$ cat src/busArbiter.sv
// Three master bus arbiter
`timescale 1ns/10ps

module busArbiter (
  input  logic        clk,
  input  logic        rst,
  input  logic        walkRequest,
  input  logic [31:0] walkAddr,
  input  logic        walkWrite,
  input  logic [31:0] walkWData,
  input  logic        dRequest,
  input  logic [31:0] dAddr,
  input  logic        dWrite,
  input  logic [31:0] dWData,
  input  logic        iRequest,
  input  logic [31:0] iAddr,
  output logic        walkReady,
  output logic        dReady,
  output logic        iReady,
  output logic        hRequest,
  output logic [31:0] hAddr,
  output logic        hWrite,
  output logic [31:0] hWData,
  input  logic        hReady
);

  typedef enum logic {stIdle, stBusy} stateE;
  typedef enum logic [1:0] {ownWalk, ownD, ownI} ownerE;

  stateE state;
  ownerE owner;
  ownerE nextOwner;
  logic  ownerReq;
  logic  busy;

  // Walker first, then data, then instruction
  always_comb
  begin
    if (walkRequest)
      nextOwner = ownWalk;
    else if (dRequest)
      nextOwner = ownD;
    else
      nextOwner = ownI;
  end

  always_ff @(posedge clk)
  begin
    if (rst)
    begin
      state <= stIdle;
      owner <= ownWalk;
    end
    else
    begin
      case (state)
        stIdle:
        begin
          if (walkRequest || dRequest || iRequest)
          begin
            state <= stBusy;
            owner <= nextOwner;
          end
        end
        stBusy:
          if (hReady)
            state <= stIdle;
        default: state <= stIdle;
      endcase
    end
  end

  assign busy = (state == stBusy);

  // Forward the owner's fields, the I side never writes
  always_comb
  begin
    case (owner)
      ownWalk:
      begin
        ownerReq = walkRequest;
        hAddr    = walkAddr;
        hWrite   = walkWrite;
        hWData   = walkWData;
      end
      ownD:
      begin
        ownerReq = dRequest;
        hAddr    = dAddr;
        hWrite   = dWrite;
        hWData   = dWData;
      end
      default:
      begin
        ownerReq = iRequest;
        hAddr    = iAddr;
        hWrite   = 1'b0;
        hWData   = '0;
      end
    endcase
  end

  assign hRequest  = busy && ownerReq;
  assign walkReady = busy && owner == ownWalk && hReady;
  assign dReady    = busy && owner == ownD && hReady;
  assign iReady    = busy && owner == ownI && hReady;

endmodule

$ cat config.mk
export PLATFORM = sky130hd
export DESIGN_NAME = busArbiter
export DESIGN_NICKNAME = d
export VERILOG_FILES = /design/src/busArbiter.sv
export SDC_FILE = /design/constraint.sdc
export NUM_CORES = 1
export LEC_CHECK = 0
export ABC_AREA = 1
export BUFFER_PORTS_ARGS = -buffer_cell sky130_fd_sc_hd__buf_2
export CAP_MARGIN = 15
export CORE_AREA = 10 10 84 86
export CTS_BUF_LIST = sky130_fd_sc_hd__clkbuf_4
export DETAILED_ROUTE_END_ITERATION = 12
export DIE_AREA = 0 0 94 96
export PLACE_DENSITY = 0.74
export SLEW_MARGIN = 10
export SYNTH_ARGS = -nofsm -noshare
export SYNTH_HDL_FRONTEND = slang
export SYNTH_SLANG_ARGS = --single-unit
$ cat constraint.sdc
create_clock -name clk -period 1.2 [get_ports clk]
set_input_delay 0.24 -clock clk [delete_from_list [all_inputs] [get_ports clk]]
set_output_delay 0.24 -clock clk [all_outputs]
set_load 0.01 [all_outputs]
==> impl_metrics.yaml, run 1 <==
timing:
  max_freq_mhz: 641
  tightest_slew_ns: 0.167
  fin_skew_ns: 0.00513
  slew_headroom: 0.887
  rsz0062_at_grt: "true"
  min_period_ns: 1.56
  setup_viol: 69
  worst_slack_ns: -0.359
  fin_crit_sh: 1.30
  timing.setup.tns_ns: -22.32
  slew_violations: 0
  timing.final.hold_violations: 0
pwr:
  powerDensity_nw_per_um2: 654
  p_leak_nw: 1.81
  peakVddDrop_v: 0.000847
  power_w: 0.00204
clocking:
  cts_tree: "done"
  clk_latency_ns: 0.24
  cts_buffers: 3
  clk_path_buf_depth: 2
  cts-htree-levels: 1
  clk_pin_slew_ns: 0.04
  holdBufCountCts: 0
  cts-root-buf: "clkbuf_4"
  cts_sinks: 3
placed_design:
  port_buffers: 236
  dp_cells: 498
  dp_hpwl_mm: 7.25
  place.gp.congestion: 0.867
global_routing:
  grt_pass1_wl_mm: 13.0
  grt_max_degree: 28
  grt_pass1_vias: 2538
  gr-total-overflow: 0
  grt.total_usage: 0.176
  antenna_found_initial: 0
routing:
  ant_nets: 0
  drt_iter0_markers: 57
  vias_per_cell: 4.75
  first_pass_iters: 4
  num_vias: 2451
  drt_wl_total_mm: 9.57
  routedWlPerCell_um: 18.6
  post-route-drc-count: 0
finish:
  seqCellArea_um2: 68.8
  synthToLayoutAreaGrowth_pct: 185
  fillCellCount: 504
  mostFrequentLayoutCell: "buf_2"
  finalNetCount: 613
  final_cell_mix: "buf_2 (206), nand2_1 (87), buf_6 (34)"
  final_cells: 516
  drive_above_1_share: 0.698
  multi_input_area_um2: 1100
  num_antenna_cells: 0
setup_path:
  r2r-end: "busy$_SDFF_PP0_"
  path_class: "reg2out"
  worstSetupEndpointType: "primary output"
  ff2ff_path_depth: 5
  crit_fanout: 9
  reg2reg_slack_ns: 0.31
  critPathLaunchType: "flip-flop"
  r2r_start: "busy$_SDFF_PP0_"
  critPathRequiredTime_ns: 0.96
  critPathArrivalTime_ns: 1.32
synthesis:
  synthSimpleGateAreaFrac: 0.457
  synth_top_family_by_area: "simple AND/OR/NAND/NOR gates"
  ys_ff_latch: 3
  synth_compound_area_frac: 0.358
  syn_area_um2: 1090
  synth_nets: 367
  ys_types: 18
  syn_inst: 199
  synth_fa_ha_area_frac: 0
  muxShareOfSynthArea: 0
  seq_area_frac_synth: 0.0549
  ys_warn_count: 0
  synth-xor-area-share: 0
  syn_area_per_cell_um2: 5.50
floorplanning:
  start_util: 0.203
  die_w_um: 94
  rows: 27
  io_pins: 237
  die_h_um: 96
  die_area_um2: 9020
  coreArea_um2: 5410
min_path:
  holdPathStages: 2
  holdCritStartpoint: "rst"
  hp-class: "in2reg"
  min_to: "owner[0]$_SDFFE_PP0P_"
run_status:
  violations: "negative setup slack"
  status: "finished with violations"
job:
  maxCapViolCount: 0
==> synth_stat cells, drive strengths merged <==
library cell / instances / area [um2]
nand2: 95 / 359
a22o: 33 / 289
nand3: 22 / 110
buf: 15 / 105
a22oi: 11 / 82.6
inv: 7 / 26.3
clkbuf: 3 / 11.3
dfxtp: 3 / 60.1
nor2: 3 / 13.8
a21oi: 2 / 10.0
nor3: 2 / 10.0
o21ai: 2 / 10.0
nand3b: 1 / 7.51
==> flip-flops by register name, summed over array words and instances (netlist names) <==
| register | cells |
|---|---|
| busy | 1 |
| owner | 2 |
==> report_power, final <==
| part | switching [W] | internal (W) |
|---|---|---|
| logic | 0.000757 | 0.000949 |
| registers | 0.0000143 | 0.000108 |
| clock network | 0.0000630 | 0.000148 |
| total | 0.000834 | 0.00120 |
==> area by class of cell <==
class / count / share of cell area
repair buffers: 259 / 0.575
multi-input cells: 171 / 0.352
flip-flops and latches: 3 / 0.0221
inverters: 7 / 0.0116
well taps: 72 / 0.0289
clock buffers: 4 / 0.00963
==> critical path: stages, from the launching register on <==
cell	delay, ns
dfxtp_4	0.38
nor2_4	0.06
buf_12	0.13
clkbuf_16	0.16
a22o_1	0.21
buf_2	0.14
==> per-layer routing <==
layer  wire length (um)  vias to the layer above  track usage
met5                  0                        -            0
met4                 32                        0       0.0203
met3               1060                        4       0.0732
met2               4960                      156        0.335
met1               3510                     1105        0.181
li1                   -                     1186            -
==> worst max path at each step <==
stage | slack (ns) | from | to | cells after the start
2_1_floorplan | -0.04 | owner[1]$_SDFFE_PP0P_ | hWData[23] | 7
3_3_place_gp | -0.10 | owner[0]$_SDFFE_PP0P_ | hWData[26] | 5
3_5_place_dp | -0.17 | owner[0]$_SDFFE_PP0P_ | hWData[12] | 5
4_1_cts | -0.35 | owner[0]$_SDFFE_PP0P_ | hAddr[14] | 6
5_1_grt | -0.40 | owner[0]$_SDFFE_PP0P_ | hAddr[14] | 6
6_report | -0.36 | owner[0]$_SDFFE_PP0P_ | hWData[8] | 5
==> per-stage QoR <==
step	setup WS, ns	utilization	hold slack, ns	instance area, um2
floorplan	-0.0402	-	0.309	1230
global placement	-0.105	0.459	0.417	2480
detailed placement	-0.175	0.459	0.424	2480
CTS	-0.355	0.533	0.165	2880
global route	-0.405	0.577	0.173	3120
finish	-0.359	0.577	0.168	3120
==> timing repair <==
item / in CTS / in global routing
hold endpoints to repair: 0 / 0
endpoints found under the setup margin: 69 / 69
pin swaps: 2 / 8
setup buffers: 3 / 3
gates resized for setup: 53 / 23
cloned: 4 / 4
==> cells by family after synthesis <==
group	count (synthesis)
compound gates	48
buf+inv	25
flops	3
simple gates	123
No activity file was read; power rests on OpenSTA's default activity.
==> run 2: changes to the inputs <==
==> constraint.sdc (replaced) <==
create_clock -name clk -period 1.37 [get_ports clk]
set_input_delay 0.274 -clock clk [delete_from_list [all_inputs] [get_ports clk]]
set_output_delay 0.274 -clock clk [all_outputs]
set_load 0.01 [all_outputs]
==> impl_metrics.yaml, run 2 (synthesis gave the netlist of run 1 again) <==
setup_path:
  critPathArrivalTime_ns: 1.39
  crit_fanout: 7
  reg2reg_slack_ns: 0.51
  cp_cell_sequence: "nor2_4 > buf_12 > clkbuf_16 > a22o_1 > buf_2"
  critPathSlowestCell: "dfxtp_4"
  critPathRequiredTime_ns: 1.10
  r2r_start: "busy$_SDFF_PP0_"
  path_class: "reg2out"
  cp.buffers_inverters: 3
  cp_top_family: "buffers and inverters"
  worstSetupEndpointType: "primary output"
  critPathLaunchType: "flip-flop"
  ff2ff_path_depth: 5
  r2r-end: "busy$_SDFF_PP0_"
  slowest_delay_ns: 0.36
timing:
  fin_crit_sh: 1.22
  max_freq_mhz: 600
  timing.final.hold_violations: 0
  setup_viol: 69
  slew_headroom: 0.850
  fin_skew_ns: 0.00399
  worst_slack_ns: -0.295
  tightest_slew_ns: 0.225
  min_period_ns: 1.67
  slew_violations: 0
  rsz0062_at_grt: "true"
finish:
  regMostFlops: "owner"
  num_antenna_cells: 0
  final_cell_mix: "buf_2 (223), nand2_1 (86), a22o_1 (33)"
  final_cells: 518
  finalNetCount: 615
  mostFrequentLayoutCell: "buf_2"
  drive_above_1_share: 0.673
  synthToLayoutAreaGrowth_pct: 170
  fin_util: 0.546
  seqCellArea_um2: 67.6
  multi_input_area_um2: 1040
  fillCellCount: 507
  largest_reg_flops: 2
placed_design:
  dp_hpwl_mm: 7.54
  dp_cells: 498
  port_buffers: 236
  place.gp.congestion: 0.870
min_path:
  holdPathStages: 2
  min_to: "owner[0]$_SDFFE_PP0P_"
  holdCritStartpoint: "rst"
  hp-class: "in2reg"
global_routing:
  antenna_found_initial: 0
  gr-total-overflow: 0
  grt_pass1_wl_mm: 13.4
  grt_max_degree: 19
  grt_pass1_vias: 2486
  grt.total_usage: 0.185
floorplanning:
  io_pins: 237
  die_area_um2: 9020
  coreArea_um2: 5410
  rows: 27
  die_w_um: 94
  start_util: 0.203
  die_h_um: 96
clocking:
  clk_path_buf_depth: 2
  cts-root-buf: "clkbuf_4"
  cts_tree: "done"
  cts-htree-levels: 1
  cts_sinks: 3
  clk_latency_ns: 0.25
  clk_pin_slew_ns: 0.04
  cts_buffers: 3
routing:
  drt_wl_total_mm: 9.89
  num_vias: 2478
  drt_iter0_markers: 92
  vias_per_cell: 4.78
  post-route-drc-count: 0
  ant_nets: 0
  first_pass_iters: 4
  routedWlPerCell_um: 19.1
pwr:
  peakVddDrop_v: 0.000409
  powerDensity_nw_per_um2: 574
  p_leak_nw: 1.74
run_status:
  status: "finished with violations"
  violations: "negative setup slack"
job:
  maxCapViolCount: 0
[run 2: worst reg2reg max path, cell delays in order (launching register included)]
cell,delay [ns]
dfxtp_1,0.38
inv_1,0.09
nand2_1,0.10
o21ai_0,0.09
nand2_1,0.06
inv_1,0.03
[run 2: power breakdown]
group	total (W)	internal [W]	switching [W]	leakage, nW
Sequential	0.000105	0.0000938	0.0000111	0.0262
Clock	0.000184	0.000129	0.0000549	0.0184
Combinational	0.00141	0.000756	0.000650	1.69
Total	0.00170	0.000980	0.000716	1.74
[run 2: worst max path at each step]
| stage | from | end | cells after the start |
|---|---|---|---|
| finish | owner[0]$_SDFFE_PP0P_ | hWData[3] | 5 |
| global route | owner[0]$_SDFFE_PP0P_ | hWData[3] | 5 |
| CTS | owner[1]$_SDFFE_PP0P_ | hWData[11] | 5 |
| detailed placement | owner[1]$_SDFFE_PP0P_ | hWrite | 6 |
| global placement | owner[1]$_SDFFE_PP0P_ | hWData[13] | 6 |
| floorplan | owner[1]$_SDFFE_PP0P_ | hAddr[0] | 6 |
[run 2: per-stage QoR]
step                area, um2  total power, W  hold WS (ns)  worst slack, ns  TNS (ns)
finish                   2950         0.00170         0.196           -0.295    -13.97
global route             2950         0.00181         0.205           -0.322    -17.87
global placement         2370         0.00116         0.451          0.00150         0
floorplan                1090        0.000616         0.343           0.0657         0
detailed placement       2370         0.00118         0.456          -0.0536     -1.02
CTS                      2700         0.00154         0.192           -0.230    -13.92
[run 2: timing repair]
item	4_1_cts	5_1_grt
hold buffers	0	0
cloned	5	4
setup buffers	7	2
endpoints found under the setup margin	68	69
resized for setup	27	38
pin swaps	5	16
[run 2: per-layer routing]
layer,wire (um),vias up,track usage,part of all wire
li1,-,1189,-,-
met1,3740,1107,0.203,0.38
met2,5060,173,0.343,0.51
met3,1010,9,0.0607,0.10
met4,82,0,0.0278,0.0083
met5,0,-,0,0
[run 2: final cells by class]
type / count / share of cell area
timing repair buffer: 261 / 0.572
multi-input combinational: 171 / 0.352
tap: 72 / 0.0305
sequential: 3 / 0.0229
inverter: 7 / 0.0123
clock buffer: 4 / 0.0102
