<file path="config.mk">
export PLATFORM = sky130hd
export DESIGN_NAME = cp15Decode
export DESIGN_NICKNAME = d
export VERILOG_FILES = /design/src/legPkg.sv /design/src/cp15Decode.sv
export SDC_FILE = /design/constraint.sdc
export NUM_CORES = 1
export LEC_CHECK = 0
export BUFFER_PORTS_ARGS = -buffer_cell sky130_fd_sc_hd__clkbuf_2
export CAP_MARGIN = 20
export CORE_AREA = 2 2 39 41
export CTS_BUF_LIST = sky130_fd_sc_hd__clkbuf_8
export CTS_CLUSTER_SIZE = 14
export DETAILED_ROUTE_END_ITERATION = 8
export DIE_AREA = 0 0 41 43
export GPL_TIMING_DRIVEN = 0
export PLACE_DENSITY_LB_ADDON = 0.15
export SYNTH_ARGS = -nofsm -noshare
export SYNTH_HDL_FRONTEND = slang
export SYNTH_SLANG_ARGS = --single-unit
</file>
<file path="constraint.sdc">
create_clock -name clk -period 1.1 [get_ports clk]
set_input_delay 0.22 -clock clk [delete_from_list [all_inputs] [get_ports clk]]
set_output_delay 0.22 -clock clk [all_outputs]
set_load 0.03 [all_outputs]
</file>
<file path="src/legPkg.sv">
// LEG system control definitions
package legPkg;

  // Target register of a CP15 access
  typedef enum logic [3:0] {
    regId      = 4'd0,
    regControl = 4'd1,
    regTBase   = 4'd2,
    regDomain  = 4'd3,
    regFsr     = 4'd4,
    regFar     = 4'd5,
    regCacheOp = 4'd6,
    regTlbOp   = 4'd7,
    regNone    = 4'd8
  } cp15RegE;

  // Cache and TLB maintenance operations
  typedef enum logic [2:0] {
    opNone      = 3'd0,
    opInvI      = 3'd1,
    opInvD      = 3'd2,
    opInvBoth   = 3'd3,
    opCleanD    = 3'd4,
    opFlushI    = 3'd5,
    opFlushD    = 3'd6,
    opFlushBoth = 3'd7
  } maintOpE;

  // Control register bit positions
  localparam int ctrlBitEnD     = 2;
  localparam int ctrlBitEnI     = 12;
  localparam int ctrlBitHighVec = 13;

endpackage

</file>
<file path="src/cp15Decode.sv">
// CP15 access decode
`timescale 1ns/10ps

module cp15Decode (
  input  logic              clk,
  input  logic              rst,
  input  logic              coProcEn,
  input  logic              coProcWrEn,
  input  logic [3:0]        coProcAddr,
  input  logic [3:0]        coProcCRm,
  input  logic [2:0]        coProcOp2,
  input  logic              stallCp,
  output logic              accValid,
  output logic              accWrite,
  output legPkg::cp15RegE   regSel,
  output legPkg::maintOpE   maintOp
);

  legPkg::cp15RegE regSelNext;
  legPkg::maintOpE maintOpNext;

  // Register number and CRm/op2 to enums
  always_comb
  begin
    regSelNext  = legPkg::regNone;
    maintOpNext = legPkg::opNone;
    case (coProcAddr)
      4'd0: regSelNext = legPkg::regId;
      4'd1: regSelNext = legPkg::regControl;
      4'd2: regSelNext = legPkg::regTBase;
      4'd3: regSelNext = legPkg::regDomain;
      4'd5: regSelNext = legPkg::regFsr;
      4'd6: regSelNext = legPkg::regFar;
      4'd7:
      begin
        regSelNext = legPkg::regCacheOp;
        case ({coProcCRm, coProcOp2})
          {4'd5, 3'd0}:  maintOpNext = legPkg::opInvI;
          {4'd6, 3'd0}:  maintOpNext = legPkg::opInvD;
          {4'd7, 3'd0}:  maintOpNext = legPkg::opInvBoth;
          {4'd10, 3'd1}: maintOpNext = legPkg::opCleanD;
          default:       maintOpNext = legPkg::opNone;
        endcase
      end
      4'd8:
      begin
        regSelNext = legPkg::regTlbOp;
        case (coProcCRm)
          4'd5:    maintOpNext = legPkg::opFlushI;
          4'd6:    maintOpNext = legPkg::opFlushD;
          4'd7:    maintOpNext = legPkg::opFlushBoth;
          default: maintOpNext = legPkg::opNone;
        endcase
      end
      default: regSelNext = legPkg::regNone;
    endcase
  end

  // Strobe is dropped while a clean is running
  always_ff @(posedge clk)
  begin
    if (rst)
    begin
      accValid <= 1'b0;
      accWrite <= 1'b0;
      regSel   <= legPkg::regNone;
      maintOp  <= legPkg::opNone;
    end
    else
    begin
      accValid <= coProcEn && !stallCp;
      accWrite <= coProcWrEn;
      regSel   <= regSelNext;
      maintOp  <= maintOpNext;
    end
  end

endmodule

</file>
==> results.sh, run 1 <==
export IMPL_max_stage_delay_ns=0.54
export IMPL_period_share=0.966
export IMPL_cp_start_kind="input pin"
export IMPL_grt_pass1_wl_um=1190
export IMPL_maxCapViolCount=0
export IMPL_synth_area_leaders="dfxtp_1, or4b_4, nor3b_1, a211oi_1, nand3b_1"
export IMPL_grt_util_met1=0.119
export IMPL_globalplace_congestion=0.664
export IMPL_hold_violations=0
export IMPL_fp_dieW_um=41
export IMPL_post_synth_top_count_cell="dfxtp_1"
export IMPL_setup_tns_ns=0
export IMPL_status="finished clean"
export IMPL_synthCells=35
export IMPL_drt_iter0_drc=2
export IMPL_cts_max_level=1
export IMPL_leakagePower_uw=0.000270
export IMPL_max_slew_margin=0.806
export IMPL_avgSynthCellArea_um2=10.7
export IMPL_numCtsBuffers=3
export IMPL_core_area_um2=1380
export IMPL_busiest_layer="met2"
export IMPL_grt_pass1_vias=307
export IMPL_crit_chain="buf_6, or4b_4, or2_0, o22ai_1"
export IMPL_cts_setup_buffers=0
export IMPL_power_density_nw_per_um2=1410
export IMPL_portBuffers=24
export IMPL_drtAntennaViolNets=0
export IMPL_cp_required_ns=1.25
export IMPL_nNetsFinal=80
export IMPL_ys_flop_type="dfxtp_1"
export IMPL_cts_root_buf="clkbuf_8"
export IMPL_ioPinCount=25
export IMPL_vias_per_cell=4.52
export IMPL_ir_worst_vdd_mv=0.375
export IMPL_hpwl_um=605
export IMPL_start_util=0.270
export IMPL_cts_sinks=9
export IMPL_crit_arrival_ns=1.22
export IMPL_synth_seq_cells=9
export IMPL_dr_total_vias=357
export IMPL_antenna_found_initial=0
export IMPL_dieArea_um2=1760
export IMPL_yosysTopAreaCellShare=0.482
export IMPL_tightestPinTransition_ns=0.291
export IMPL_utilization=0.420
export IMPL_pre_cts_ws_ns=-0.219
export IMPL_row_count=14
export IMPL_globalRouteOverflowTotal=0
export IMPL_critPathSlowestCell="or4b_4"
export IMPL_grtUsageTotal=0.103
export IMPL_power_uw=820
export IMPL_setup_ws_ns=0.0379
export IMPL_cp_max_fo=2
export IMPL_hold_depth=2
export IMPL_critPathCaptureType="flop"
export IMPL_post_route_drc_count=0
export IMPL_yosysWarnings=0
export IMPL_area_delta_synth_final_pct=55.2
export IMPL_grt_use_met2=0.147
export IMPL_rsz0062_at_grt="yes"
export IMPL_yosysTopAreaCell="dfxtp_1"
export IMPL_setup_worst_path_class="in2reg"
export IMPL_diodes=0
export IMPL_die_y_um=43
export IMPL_synth_nets=51
export IMPL_drv_slew=0
export IMPL_syn_cell_area_um2=374
export IMPL_async_flop_share=0
export IMPL_drt_pass1_iter_count=2
export IMPL_path_delay_family="simple AND/OR/NAND/NOR gates"
export IMPL_grt_start_max_net_pins=9
export IMPL_path_buf_inv=1
export IMPL_cp_depth=4
export IMPL_synth_cell_type_count=20
export IMPL_cts_tree="yes"
export IMPL_cts_clk_slew_worst_paths_ns=0.04
export IMPL_hold_class="in2reg"
export IMPL_finalSetupViolations=0
export IMPL_post_route_min_period_ns=1.06
export IMPL_met3_usage=0.0314
export IMPL_synth_common_cells="dfxtp_1, nor3b_1"
export IMPL_synth_seq_area_share=0.482
export IMPL_drive_gt1_frac=0.524
export IMPL_wl_um=760
export IMPL_cts_buffer_depth=2
export IMPL_routedWlPerCell_um=9.62
export IMPL_synth_edf_count=0
export IMPL_clock_fmax_mhz=942
cells by family (layout without fill, tap and decap cells):
logic type	Yosys count	in the layout	share of synthesized area
and+or+nand+nor	18	18	0.365
DFF	9	9	0.482
AOI/OAI and AO/OA	8	8	0.154
buffers and inverters	0	28	0
stage by stage:
stage	hold slack, ns	instance area (um^2)	cells
floorplan	0.289	374	35
detailed placement	0.388	514	75
CTS	0.149	559	79
global route	0.153	581	79
finish	0.150	581	79
global placement	0.385	514	75
registers in the layout, summed over array words and instances, names as in the netlist:
| name | count |
|---|---|
| regSel | 4 |
| maintOp | 3 |
| accValid | 1 |
| accWrite | 1 |
layout by cell type (no fill, tap or decap), types with 2 or more instances in the layout:
master     n
clkbuf_2  22
and3_1     2
nand3b_1   2
a21oi_1    2
dfxtp_1    9
a211oi_1   2
buf_6      2
nor3b_1    3
clkbuf_8   3
or4b_4     2
report_power, final:
part	leakage, uW	switching [uW]	total (uW)	internal (uW)
clock network	0.0000269	118	359	242
logic	0.000169	63.6	117	53.9
registers	0.0000738	3.29	343	340
total	0.000270	184	820	636
per-layer routing:
metal	part of all wire	vias up	wire length, um
li1	-	189	-
met1	0.43	148	328
met2	0.46	20	352
met3	0.10	0	79
met4	0	0	0
met5	0	-	0
what timing repair did:
action / in CTS / in global routing
hold buffers: 0 / 0
gates resized for setup: 0 / 5
endpoints found under the setup margin: 0 / 3
layout make-up:
type	count	area, um^2
multi-input combinational	26	203
clock buffer	3	41.3
clock inverter	1	3.75
fill	145	803
tap	16	20.0
sequential	9	180
timing repair buffer	24	133
final timing paths:
kind,slack (ns),end,startpoint
max,0.04,maintOp[2]$_SDFF_PP0_,coProcOp2[2]
min,0.15,accValid$_SDFF_PP0_,stallCp
No activity file was read; power rests on OpenSTA's default activity.
==> run 2: changes to the inputs <==
- PLACE_DENSITY: unset -> 0.58
- PLACE_DENSITY_LB_ADDON: 0.15 -> unset
==> run 2 against run 1 <==
  * Worst hold slack about the same
  * Core utilization decreased by 0.36 points
  * First-iteration DRC count decreased by 100%
  * Via count increased by 0.56%
  * Clock-buffer cell count unchanged
  * Worst setup slack improved by 0.016 ns
  * Maximum frequency increased by 1.5%
  * Clock power about the same
  * Critical path type unchanged
==> results.sh, run 2 (synthesis gave the netlist of run 1 again) <==
export IMPL_drt_iter0_drc=0
export IMPL_post_route_drc_count=0
export IMPL_leakagePower_uw=0.000275
export IMPL_setup_worst_path_class="in2reg"
export IMPL_globalplace_congestion=0.681
export IMPL_grt_pass1_vias=276
export IMPL_power_uw=816
export IMPL_grt_use_met2=0.109
export IMPL_utilization=0.416
export IMPL_grt_pass1_wl_um=1080
export IMPL_diodes=0
export IMPL_drv_slew=0
export IMPL_final_cell_mix="clkbuf_2, dfxtp_1, nor3b_1, clkbuf_8"
export IMPL_post_route_cell_area_um2=576
export IMPL_die_y_um=43
export IMPL_busiest_layer="met1"
export IMPL_ir_worst_vdd_mv=0.323
export IMPL_crit_arrival_ns=1.20
export IMPL_power_density_nw_per_um2=1420
export IMPL_max_flop_register="regSel"
export IMPL_grt_util_met1=0.129
export IMPL_drt_pass1_iter_count=1
export IMPL_clock_fmax_mhz=956
export IMPL_portBuffers=24
export IMPL_vias_per_cell=4.54
export IMPL_antenna_found_initial=0
export IMPL_cts_buffer_depth=2
export IMPL_met3_usage=0.0314
export IMPL_max_slew_margin=0.669
export IMPL_cts_max_level=1
export IMPL_row_count=14
export IMPL_routedWlPerCell_um=9.48
export IMPL_cp_start_kind="input pin"
export IMPL_fp_dieW_um=41
export IMPL_n_fill_cell=146
export IMPL_dieArea_um2=1760
export IMPL_grt_start_max_net_pins=9
export IMPL_cts_sinks=9
export IMPL_largest_reg_flops=4
export IMPL_cts_root_buf="clkbuf_8"
export IMPL_cts_clk_slew_worst_paths_ns=0.04
export IMPL_holdWs_ns=0.151
export IMPL_rsz0062_at_grt="no"
export IMPL_placed_cell_area_um2=514
export IMPL_drive_gt1_frac=0.540
export IMPL_mostFrequentLayoutCell="clkbuf_2"
export IMPL_reg_top3="regSel: 4 flops, maintOp: 3 flops"
export IMPL_nNetsFinal=80
export IMPL_status="finished clean"
export IMPL_core_area_um2=1380
export IMPL_hold_violations=0
export IMPL_numCtsBuffers=3
export IMPL_dr_total_vias=359
export IMPL_start_util=0.270
export IMPL_area_delta_synth_final_pct=53.8
export IMPL_critPathCaptureType="flop"
export IMPL_wl_um=749
export IMPL_cp_max_fo=6
export IMPL_tightestPinTransition_ns=0.495
export IMPL_maxCapViolCount=0
export IMPL_cts_hold_buf=0
export IMPL_globalRouteOverflowTotal=0
export IMPL_period_share=0.951
export IMPL_ioPinCount=25
export IMPL_grtUsageTotal=0.0936
export IMPL_post_route_min_period_ns=1.05
export IMPL_hold_class="in2reg"
export IMPL_cp_required_ns=1.26
export IMPL_finalSetupViolations=0
export IMPL_setup_tns_ns=0
export IMPL_cts_tree="yes"
export IMPL_drtAntennaViolNets=0
run 2: final timing paths:
kind | from | end | cells after the start
worst max-delay path | coProcAddr[2] | maintOp[2]$_SDFF_PP0_ | 4
worst min-delay path | stallCp | accValid$_SDFF_PP0_ | 2
run 2: repair_timing:
action / CTS / global route
setup endpoints to repair: 1 / 3
resized for setup: 0 / 2
pin swaps: 1 / 3
buffers inserted: 0 / 0
run 2: through the flow:
stage | worst slack (ns) | cells
CTS | 0.0128 | 79
finish | 0.0540 | 79
floorplan | -0.0548 | 35
global route | 0.0158 | 79
global placement | -0.239 | 75
detailed placement | -0.238 | 75
run 2: cell type report:
class                   count  area (um^2)  share of cell area
clock inverters             1         3.75             0.00652
flip-flops and latches      9          180               0.313
clock buffers               3         41.3              0.0717
well taps                  16         20.0              0.0348
repair buffers             24          120               0.209
multi-input cells          26          210               0.365
run 2: where the power goes:
part	internal, uW	switching [uW]
clock	242	116
combinational	50.2	65.7
sequential	340	2.75
total	632	184
run 2: metal layers:
layer / share of wire / vias to the layer above
met4: 0.021 / 0
met1: 0.43 / 146
met3: 0.13 / 2
met2: 0.42 / 22
met5: 0 / -
li1: - / 189
run 2: worst max-delay path: stages:
cell	delay, ns
clkbuf_2	0.11
or4b_4	0.59
nand2b_4	0.16
o22ai_1	0.12
