### config.mk
export PLATFORM = sky130hd
export DESIGN_NAME = cp15Regs
export DESIGN_NICKNAME = d
export VERILOG_FILES = /design/src/legPkg.sv /design/src/cp15Regs.sv
export SDC_FILE = /design/constraint.sdc
export NUM_CORES = 1
export LEC_CHECK = 0
export BUFFER_PORTS_ARGS = -buffer_cell sky130_fd_sc_hd__buf_2
export CAP_MARGIN = 20
export CORE_MARGIN = 2
export CORE_UTILIZATION = 50
export CTS_BUF_LIST = sky130_fd_sc_hd__clkbuf_4
export CTS_CLUSTER_DIAMETER = 100
export DETAILED_ROUTE_END_ITERATION = 10
export GPL_TIMING_DRIVEN = 0
export HOLD_SLACK_MARGIN = 0.1
export PLACE_DENSITY = 0.92
export SLEW_MARGIN = 25
export SYNTH_ARGS = -nofsm -noshare
export SYNTH_HDL_FRONTEND = slang
export SYNTH_SLANG_ARGS = --single-unit
### constraint.sdc
create_clock -name clk -period 1.6 [get_ports clk]
set_input_delay 0.24 -clock clk [delete_from_list [all_inputs] [get_ports clk]]
set_output_delay 0.24 -clock clk [all_outputs]
set_load 0.01 [all_outputs]
### src/legPkg.sv
// LEG system control definitions
package legPkg;

  // Target register of a CP15 access
  typedef enum logic [3:0] {
    regId      = 4'd0,
    regControl = 4'd1,
    regTBase   = 4'd2,
    regDomain  = 4'd3,
    regFsr     = 4'd4,
    regFar     = 4'd5,
    regCacheOp = 4'd6,
    regTlbOp   = 4'd7,
    regNone    = 4'd8
  } cp15RegE;

  // Cache and TLB maintenance operations
  typedef enum logic [2:0] {
    opNone      = 3'd0,
    opInvI      = 3'd1,
    opInvD      = 3'd2,
    opInvBoth   = 3'd3,
    opCleanD    = 3'd4,
    opFlushI    = 3'd5,
    opFlushD    = 3'd6,
    opFlushBoth = 3'd7
  } maintOpE;

  // Control register bit positions
  localparam int ctrlBitEnD     = 2;
  localparam int ctrlBitEnI     = 12;
  localparam int ctrlBitHighVec = 13;

endpackage

### src/cp15Regs.sv
// CP15 register file and maintenance control
`timescale 1ns/10ps

module cp15Regs #(
  parameter int cleanCycles = 4
) (
  input  logic            clk,
  input  logic            rst,
  input  logic            accValid,
  input  logic            accWrite,
  input  legPkg::cp15RegE regSel,
  input  legPkg::maintOpE maintOp,
  input  logic [31:0]     cpuWriteData,
  input  logic            mmuWriteEn,
  input  logic [31:0]     mmuWriteData,
  output logic [31:0]     control,
  output logic [31:0]     tBase,
  output logic [31:0]     domain,
  output logic [31:0]     fsr,
  output logic [31:0]     far,
  output logic            invI,
  output logic            invD,
  output logic            cleanD,
  output logic            tlbFlushI,
  output logic            tlbFlushD,
  output logic            stallCp
);

  localparam int cntW = $clog2(cleanCycles + 1);

  logic [31:0]     wrData;
  logic            doWrite;
  logic [cntW-1:0] cleanCnt;

  // Core data lags the decoded strobe by one cycle
  always_ff @(posedge clk)
    wrData <= cpuWriteData;

  assign doWrite = accValid && accWrite;

  always_ff @(posedge clk)
  begin
    if (rst)
    begin
      control <= '0;
      tBase   <= '0;
      domain  <= '0;
      fsr     <= '0;
      far     <= '0;
    end
    else
    begin
      if (doWrite)
      begin
        case (regSel)
          legPkg::regControl: control <= wrData;
          legPkg::regTBase:   tBase   <= {wrData[31:14], 14'b0};
          legPkg::regDomain:  domain  <= wrData;
          legPkg::regFsr:     fsr     <= wrData;
          default:            ;
        endcase
      end
      // Walker has priority on the fault address
      if (mmuWriteEn)
        far <= mmuWriteData;
      else if (doWrite && regSel == legPkg::regFar)
        far <= wrData;
    end
  end

  // One-cycle invalidate and TLB flush strobes
  always_ff @(posedge clk)
  begin
    if (rst)
    begin
      invI      <= 1'b0;
      invD      <= 1'b0;
      tlbFlushI <= 1'b0;
      tlbFlushD <= 1'b0;
    end
    else
    begin
      invI      <= doWrite && (maintOp == legPkg::opInvI || maintOp == legPkg::opInvBoth);
      invD      <= doWrite && (maintOp == legPkg::opInvD || maintOp == legPkg::opInvBoth);
      tlbFlushI <= doWrite &&
                   (maintOp == legPkg::opFlushI || maintOp == legPkg::opFlushBoth);
      tlbFlushD <= doWrite &&
                   (maintOp == legPkg::opFlushD || maintOp == legPkg::opFlushBoth);
    end
  end

  // Clean runs for a fixed number of cycles
  always_ff @(posedge clk)
  begin
    if (rst)
      cleanCnt <= '0;
    else if (doWrite && maintOp == legPkg::opCleanD)
      cleanCnt <= cntW'(cleanCycles);
    else if (cleanCnt != '0)
      cleanCnt <= cleanCnt - cntW'(1);
  end

  assign cleanD  = (cleanCnt != '0);
  assign stallCp = (cleanCnt != '0);

endmodule

==> results of run 1 <==
==> how the worst max path moves through the flow <==
stage,start,end,slack (ns),cells past startpoint
2_1_floorplan,regSel[2],domain[10]$_SDFFE_PP0P_,0.31,6
4_1_cts,cleanCnt[1]$_SDFFE_PP0P_,stallCp,-0.21,6
5_1_grt,cleanCnt[0]$_SDFFE_PP0P_,stallCp,-0.26,6
3_3_place_gp,rst,control[26]$_SDFFE_PP0P_,-0.34,4
3_5_place_dp,rst,fsr[0]$_SDFFE_PP0P_,-0.35,4
6_report,cleanCnt[1]$_SDFFE_PP0P_,stallCp,-0.20,6
==> layout by cell type, fill, tap and decap left out, types with 4 or more instances in the layout <==
master                          Yosys  routed
sky130_fd_sc_hd__buf_2             11     232
sky130_fd_sc_hd__dfxtp_1          185     183
sky130_fd_sc_hd__o21ai_0           91      91
sky130_fd_sc_hd__nand2b_1          83      83
sky130_fd_sc_hd__dlygate4sd3_1      0      73
sky130_fd_sc_hd__a21oi_1           66      66
sky130_fd_sc_hd__nand3_1           64      64
sky130_fd_sc_hd__mux2i_1           51      51
sky130_fd_sc_hd__clkbuf_1          51      46
sky130_fd_sc_hd__inv_1             37      34
sky130_fd_sc_hd__a31oi_1           32      32
sky130_fd_sc_hd__a221oi_1          32      32
sky130_fd_sc_hd__clkbuf_4           0      20
sky130_fd_sc_hd__buf_4             19      20
sky130_fd_sc_hd__conb_1             1      14
sky130_fd_sc_hd__buf_6              4       6
sky130_fd_sc_hd__clkbuf_2           0       5
sky130_fd_sc_hd__nor2_1             6       5
sky130_fd_sc_hd__o21ai_1            5       5
sky130_fd_sc_hd__clkinvlp_4         0       5
sky130_fd_sc_hd__bufinv_16          0       4
==> through the flow <==
stage	cell area, sq um	utilization, %	hold slack [ns]	std cells
2_1_floorplan	7170	-	0.268	773
3_3_place_gp	8520	61.4	0.343	1178
3_5_place_dp	8520	61.4	0.344	1178
4_1_cts	9630	69.4	0.109	1284
5_1_grt	9650	69.5	0.156	1285
6_report	9650	69.5	0.151	1285
==> Yosys cell counts (4+ instances only) <==
cell | count | area, sq um
sky130_fd_sc_hd__a21oi_1 | 66 | 330
sky130_fd_sc_hd__nand2b_1 | 83 | 519
sky130_fd_sc_hd__o21ai_1 | 5 | 25.0
sky130_fd_sc_hd__buf_6 | 4 | 45.0
sky130_fd_sc_hd__a31oi_1 | 32 | 200
sky130_fd_sc_hd__a221oi_1 | 32 | 280
sky130_fd_sc_hd__buf_2 | 11 | 55.1
sky130_fd_sc_hd__dfxtp_1 | 185 | 3700
sky130_fd_sc_hd__inv_1 | 37 | 139
sky130_fd_sc_hd__nor2_1 | 6 | 22.5
sky130_fd_sc_hd__buf_4 | 19 | 143
sky130_fd_sc_hd__mux2i_1 | 51 | 510
sky130_fd_sc_hd__o21ai_0 | 91 | 455
sky130_fd_sc_hd__nand3_1 | 64 | 320
sky130_fd_sc_hd__clkbuf_1 | 51 | 191
==> worst reg2reg max path, delay by kind of cell, from the launching register on <==
family	cells	cell delay (ns)
flops	1	0.37
fa+ha+maj	2	0.32
buf+inv	2	0.20
mux	1	0.17
compound gates	1	0.11
==> layout make-up <==
| cell class | count | area, sq um |
|---|---|---|
| fillers | 1010 | 4230 |
| diodes | 1 | 2.50 |
| inverters | 37 | 139 |
| clock buffers | 17 | 128 |
| flip-flops and latches | 185 | 3710 |
| well taps | 180 | 225 |
| clock inverters | 14 | 196 |
| plain buffers | 88 | 463 |
| repair buffers | 300 | 1880 |
| multi-input cells | 463 | 2910 |
==> cell families (layout without fill, tap and decap cells) <==
logic type / count (synthesis) / in the layout / synth area share, %
AO/OA/AOI/OAI: 227 / 227 / 18.3
adder cells (fa/ha/maj): 3 / 3 / 0.527
other: 1 / 15 / 0.0527
flip-flops: 185 / 185 / 52.0
XOR/XNOR: 1 / 1 / 0.123
AND/OR/NAND/NOR: 167 / 167 / 13.6
buffers and inverters: 125 / 456 / 8.21
multiplexers: 51 / 51 / 7.17
==> state kept, by name, indices dropped and copies added, names as in the netlist <==
signal,count
cleanCnt,3
control,32
wrData,32
domain,32
tBase,18
fsr,32
invI,1
invD,1
far,32
tlbFlushI,1
tlbFlushD,1
==> timing repair <==
| action | in CTS | in global routing |
|---|---|---|
| endpoints found under the setup margin | 2 | 42 |
| pin swaps | 2 | 0 |
| hold buffers | 73 | 0 |
| buffers inserted | 2 | 0 |
| resized for setup | 11 | 14 |
| endpoints found under the hold margin | 73 | 0 |
==> per-layer routing <==
layer	GRT usage [%]	up-vias
li1	-	3313
met1	38.8	3419
met2	53.9	467
met3	8.44	106
met4	18.5	0
met5	0	-
==> power groups by stage <==
| stage | Sequential (uW) | Combinational [uW] | Clock [uW] |
|---|---|---|---|
| CTS | 4880 | 1240 | 2900 |
| finish | 4890 | 1300 | 2910 |
| global route | 4900 | 1410 | 3100 |
| floorplan | 4970 | 557 | 0 |
| detailed placement | 4980 | 962 | 0 |
| global placement | 4970 | 942 | 0 |
==> metrics.txt, run 1 <==
outcome complete, but fails checks; violated checks setup timing; critical path buffer and inverter count 4; routed wire length 25.0 mm; beginning of the worst register-to-register path cleanCnt[1]$_SDFFE_PP0P_; share of layout cells above drive strength 1 about 28%; number of stages on the worst hold path 4; sum of routed wire segments on met1 9.43 mm; total overflow reported by the global router 0; clock slew at reported path FFs 0.16 ns; max-cap viol count 0; die area 15,200 sq um; Worst Slack Setup Final -0.204 ns; routed via count divided by cell count approximately 5.7; Final Max Slew Viols 0; Iter 0 DRT Violations 859; port buffer count 225; minimum clock period after layout 1.80 ns; highest fanout seen on the critical path 2; Met3 Routed Length 2.32 mm; sequential share of power 53.7%; drt pass-1 iters 7; largest net degree at the start of global routing 17; CP Capture Type primary output; cell at the root of the clock tree sky130_fd_sc_hd__clkbuf_4; part of the Yosys area used for sequential elements between 50% and 60%; signal arrival time at the worst endpoint 1.56 ns; FF+latch count, synth 185; clock share of power between 30% and 40%; total core area 13,900 sq um; total met2 wirelength after detailed routing 12.1 mm; setup_tns -0.360 ns; Num Clock Sinks 185; Synth-to-Final Area Change 35.5%; maximum buffer depth of the clock tree 2; cells after synthesis 760; post-layout power 9100 uW; Critical-path top delay cell sky130_fd_sc_hd__dfxtp_2; number of global-route vias before repair 7,066; Fmax achieved 554 MHz; worst ir drop on vdd 0.000848 V; remaining max-slew budget at the tightest pin 54.8%; worst min path class input pin to flop; Cell Pwr Density roughly 940 nW/um^2; number of different library cells in the post-synthesis netlist 31; proportion of total power due to net switching 27.3%; kind of cell adding the most delay to the critical path flip-flops; insertion delay to the later sink of the worst-skew pair 0.61 ns; share of async-settable or async-resettable flops after synthesis 0%; Main synth FF type sky130_fd_sc_hd__dfxtp_1; post-detailed-route wirelength per cell 19.5 um; vertical die dimension 123 um; setup slack after placement -0.351 ns; mean instance size in the synthesized netlist ~9.4 sq um; Ports 242; Worst Tran Pin Value approximately 0.67 ns; remaining routing DRC violations 0; number of enable flip-flop cells after synthesis 0; Required @ worst endpoint 1.36 ns; via count 7,305; switching power of the nets 2490 uW; remaining number of nets flagged by the antenna check after routing 0; detailed placement HPWL between 15 and 20 mm; fin nets 1,171; yosys warns 0; RD Place Congestion 0.883; Finish-stage setup viols 2; fin crit share 113%; final worst clock skew 0.0232 ns; GRT Total Usage between 30% and 40%; Setup Crit Path Kind flop to primary output; antenna violations before repair 1; Inserted Clock Buffers 17; portion of total power attributed to combinational logic 14.3%; number of core rows 43; H-Tree Depth 4; RSZ-0062 raised after global routing true; longest individual stage delay on the worst path roughly 0.37 ns; capture instance of the worst register-to-register path cleanCnt[2]$_SDFFE_PP0P_; CTS tree done; die extent in x approximately 120 um; terminating pin of the worst hold path tlbFlushI$_SDFF_PP0_; static leakage power 0.00432 uW; Hold Startpoint accValid; top metal layer carrying routed signals met4; worst-case reg-to-reg path depth 6; Cell Area, Synth 7120 sq um; number of hold violations in the final report 0; effective utilization at floorplan 51.3%; startpoint type of the worst setup path flop; first-pass GRT wire length between 30 and 40 mm; Power Internal 6620 uW; internal reg-to-reg setup slack 0.31 ns; chain of cells forming the critical path inv_2 -> ha_4 -> ha_4 -> inv_2 -> buf_6 -> buf_6
Note: power is estimated with default switching activity, not from simulation.
==> run 2: changes to the inputs <==
CTS_CLUSTER_DIAMETER = default   (was 100)
clock period = 1.8 ns   (was 1.6 ns; I/O delays follow)
==> metrics.txt, run 2 (synthesized netlist as in run 1, its figures left out) <==
first-pass GRT wire length 36.7 mm; minimum clock period after layout around 1.8 ns; number of core rows 43; final worst clock skew 0.0212 ns; beginning of the worst register-to-register path cleanCnt[1]$_SDFFE_PP0P_; vertical die dimension between 100 and 150 um; Num Clock Sinks 185; Final Max Slew Viols 0; Ports 242; routed via count divided by cell count between 5 and 6; highest fanout seen on the critical path 10; worst-case reg-to-reg path depth 7; number of hold violations in the final report 0; Finish-stage setup viols 0; static leakage power roughly 0.0043 uW; max-cap viol count 0; total core area 13,900 sq um; Iter 0 DRT Violations 861; most common cell after layout, fill and taps aside sky130_fd_sc_hd__buf_2; number of global-route vias before repair a little under 7,000; fin crit share 98.0%; fin nets 1,172; signal arrival time at the worst endpoint 2.24 ns; detailed placement HPWL 15.8 mm; most frequent cells in the layout sky130_fd_sc_hd__buf_2, sky130_fd_sc_hd__dfxtp_1, sky130_fd_sc_hd__o21ai_0; RSZ-0062 raised after global routing true; CP Capture Type flop; Worst Tran Pin Value 0.662 ns; GRT Total Usage 31.9%; Required @ worst endpoint 2.27 ns; Fmax achieved 567 MHz; capture instance of the worst register-to-register path cleanCnt[2]$_SDFFE_PP0P_; insertion delay to the later sink of the worst-skew pair 0.60 ns; remaining max-slew budget at the tightest pin 55.9%; antenna violations before repair 2; RD Place Congestion between 0.8 and 0.9; clock slew at reported path FFs roughly 0.14 ns; drt pass-1 iters 6; end point of the critical path control[12]$_SDFFE_PP0P_; setup_tns 0 ns; Synth-to-Final Area Change 35.4%; remaining routing DRC violations 0; start point of the critical path accValid; startpoint type of the worst setup path input pin; Setup Crit Path Kind input pin to flop; Inserted Clock Buffers 17; Hold Worst Slack 0.159 ns; routed wire length 24.5 mm; port buffer count 225; post-detailed-route wirelength per cell 19.0 um; outcome completed; H-Tree Depth 4; effective utilization at floorplan 51.3%; share of layout cells above drive strength 1 between 20% and 30%; total overflow reported by the global router 0; via count 7,220; cell at the root of the clock tree sky130_fd_sc_hd__clkbuf_4; remaining number of nets flagged by the antenna check after routing 0; die area 15,200 sq um; largest net degree at the start of global routing 17; die extent in x 123 um; worst ir drop on vdd 0.000724 V; internal reg-to-reg setup slack 0.42 ns; maximum buffer depth of the clock tree 2; Cell Pwr Density 841 nW/um^2; worst min path class input pin to flop; CTS tree done
[run 2: final cells by class]
type,count,area [sq um]
sequential,185,3710
fill,1014,4240
clock inverter,14,196
buffer,87,440
inverter,37,139
antenna,2,5.00
multi-input combinational,463,2910
clock buffer,17,128
timing repair buffer,302,1890
tap,180,225
[run 2: stage by stage]
step | utilization (%) | power [uW] | area [sq um] | setup slack, ns | std cells
2_1_floorplan | - | 4910 | 7170 | 0.479 | 773
3_3_place_gp | 61.4 | 5260 | 8520 | -0.171 | 1178
3_5_place_dp | 61.4 | 5280 | 8520 | -0.181 | 1178
6_report | 69.5 | 8100 | 9640 | 0.0364 | 1287
5_1_grt | 69.5 | 8380 | 9640 | -0.0176 | 1287
4_1_cts | 69.1 | 7990 | 9600 | 0.0180 | 1281
[run 2: power breakdown]
| group | internal, uW | switching (uW) | leakage [uW] | total, uW |
|---|---|---|---|---|
| combinational | 572 | 597 | 0.00265 | 1170 |
| clock | 1100 | 1490 | 0.000155 | 2590 |
| sequential | 4230 | 116 | 0.00151 | 4350 |
[run 2: worst min path at each step]
stage / startpoint / endpoint / slack [ns] / cells after the start
after global placement: cpuWriteData[5] / wrData[5]$_DFF_P_ / 0.37 / 1
after floorplan: cpuWriteData[0] / wrData[0]$_DFF_P_ / 0.30 / 0
after detailed placement: cpuWriteData[4] / wrData[4]$_DFF_P_ / 0.37 / 1
final: regSel[0] / fsr[31]$_SDFFE_PP0P_ / 0.16 / 4
after CTS: regSel[0] / fsr[31]$_SDFFE_PP0P_ / 0.12 / 4
after global routing: regSel[0] / fsr[0]$_SDFFE_PP0P_ / 0.13 / 4
[run 2: per-layer routing]
metal	vias to the layer above	GRT usage (%)	wire, um
li1	3314	-	-
met1	3368	37.8	9440
met2	438	52.2	11800
met3	100	8.81	2110
met4	0	17.6	1140
met5	-	0	0
[run 2: timing repair]
item	in CTS	in global routing
hold buffers	71	0
buffers inserted	2	4
endpoints found under the setup margin	2	51
gates resized for setup	10	2
pin swaps	2	3
hold endpoints to repair	71	0
[run 2: critical path: stages]
cell and delay (ns):
sky130_fd_sc_hd__dlygate4sd3_1 0.53, sky130_fd_sc_hd__buf_2 0.17, sky130_fd_sc_hd__nand4bb_1 0.55, sky130_fd_sc_hd__clkbuf_1 0.38, sky130_fd_sc_hd__o21ai_0 0.24, sky130_fd_sc_hd__a21oi_1 0.09
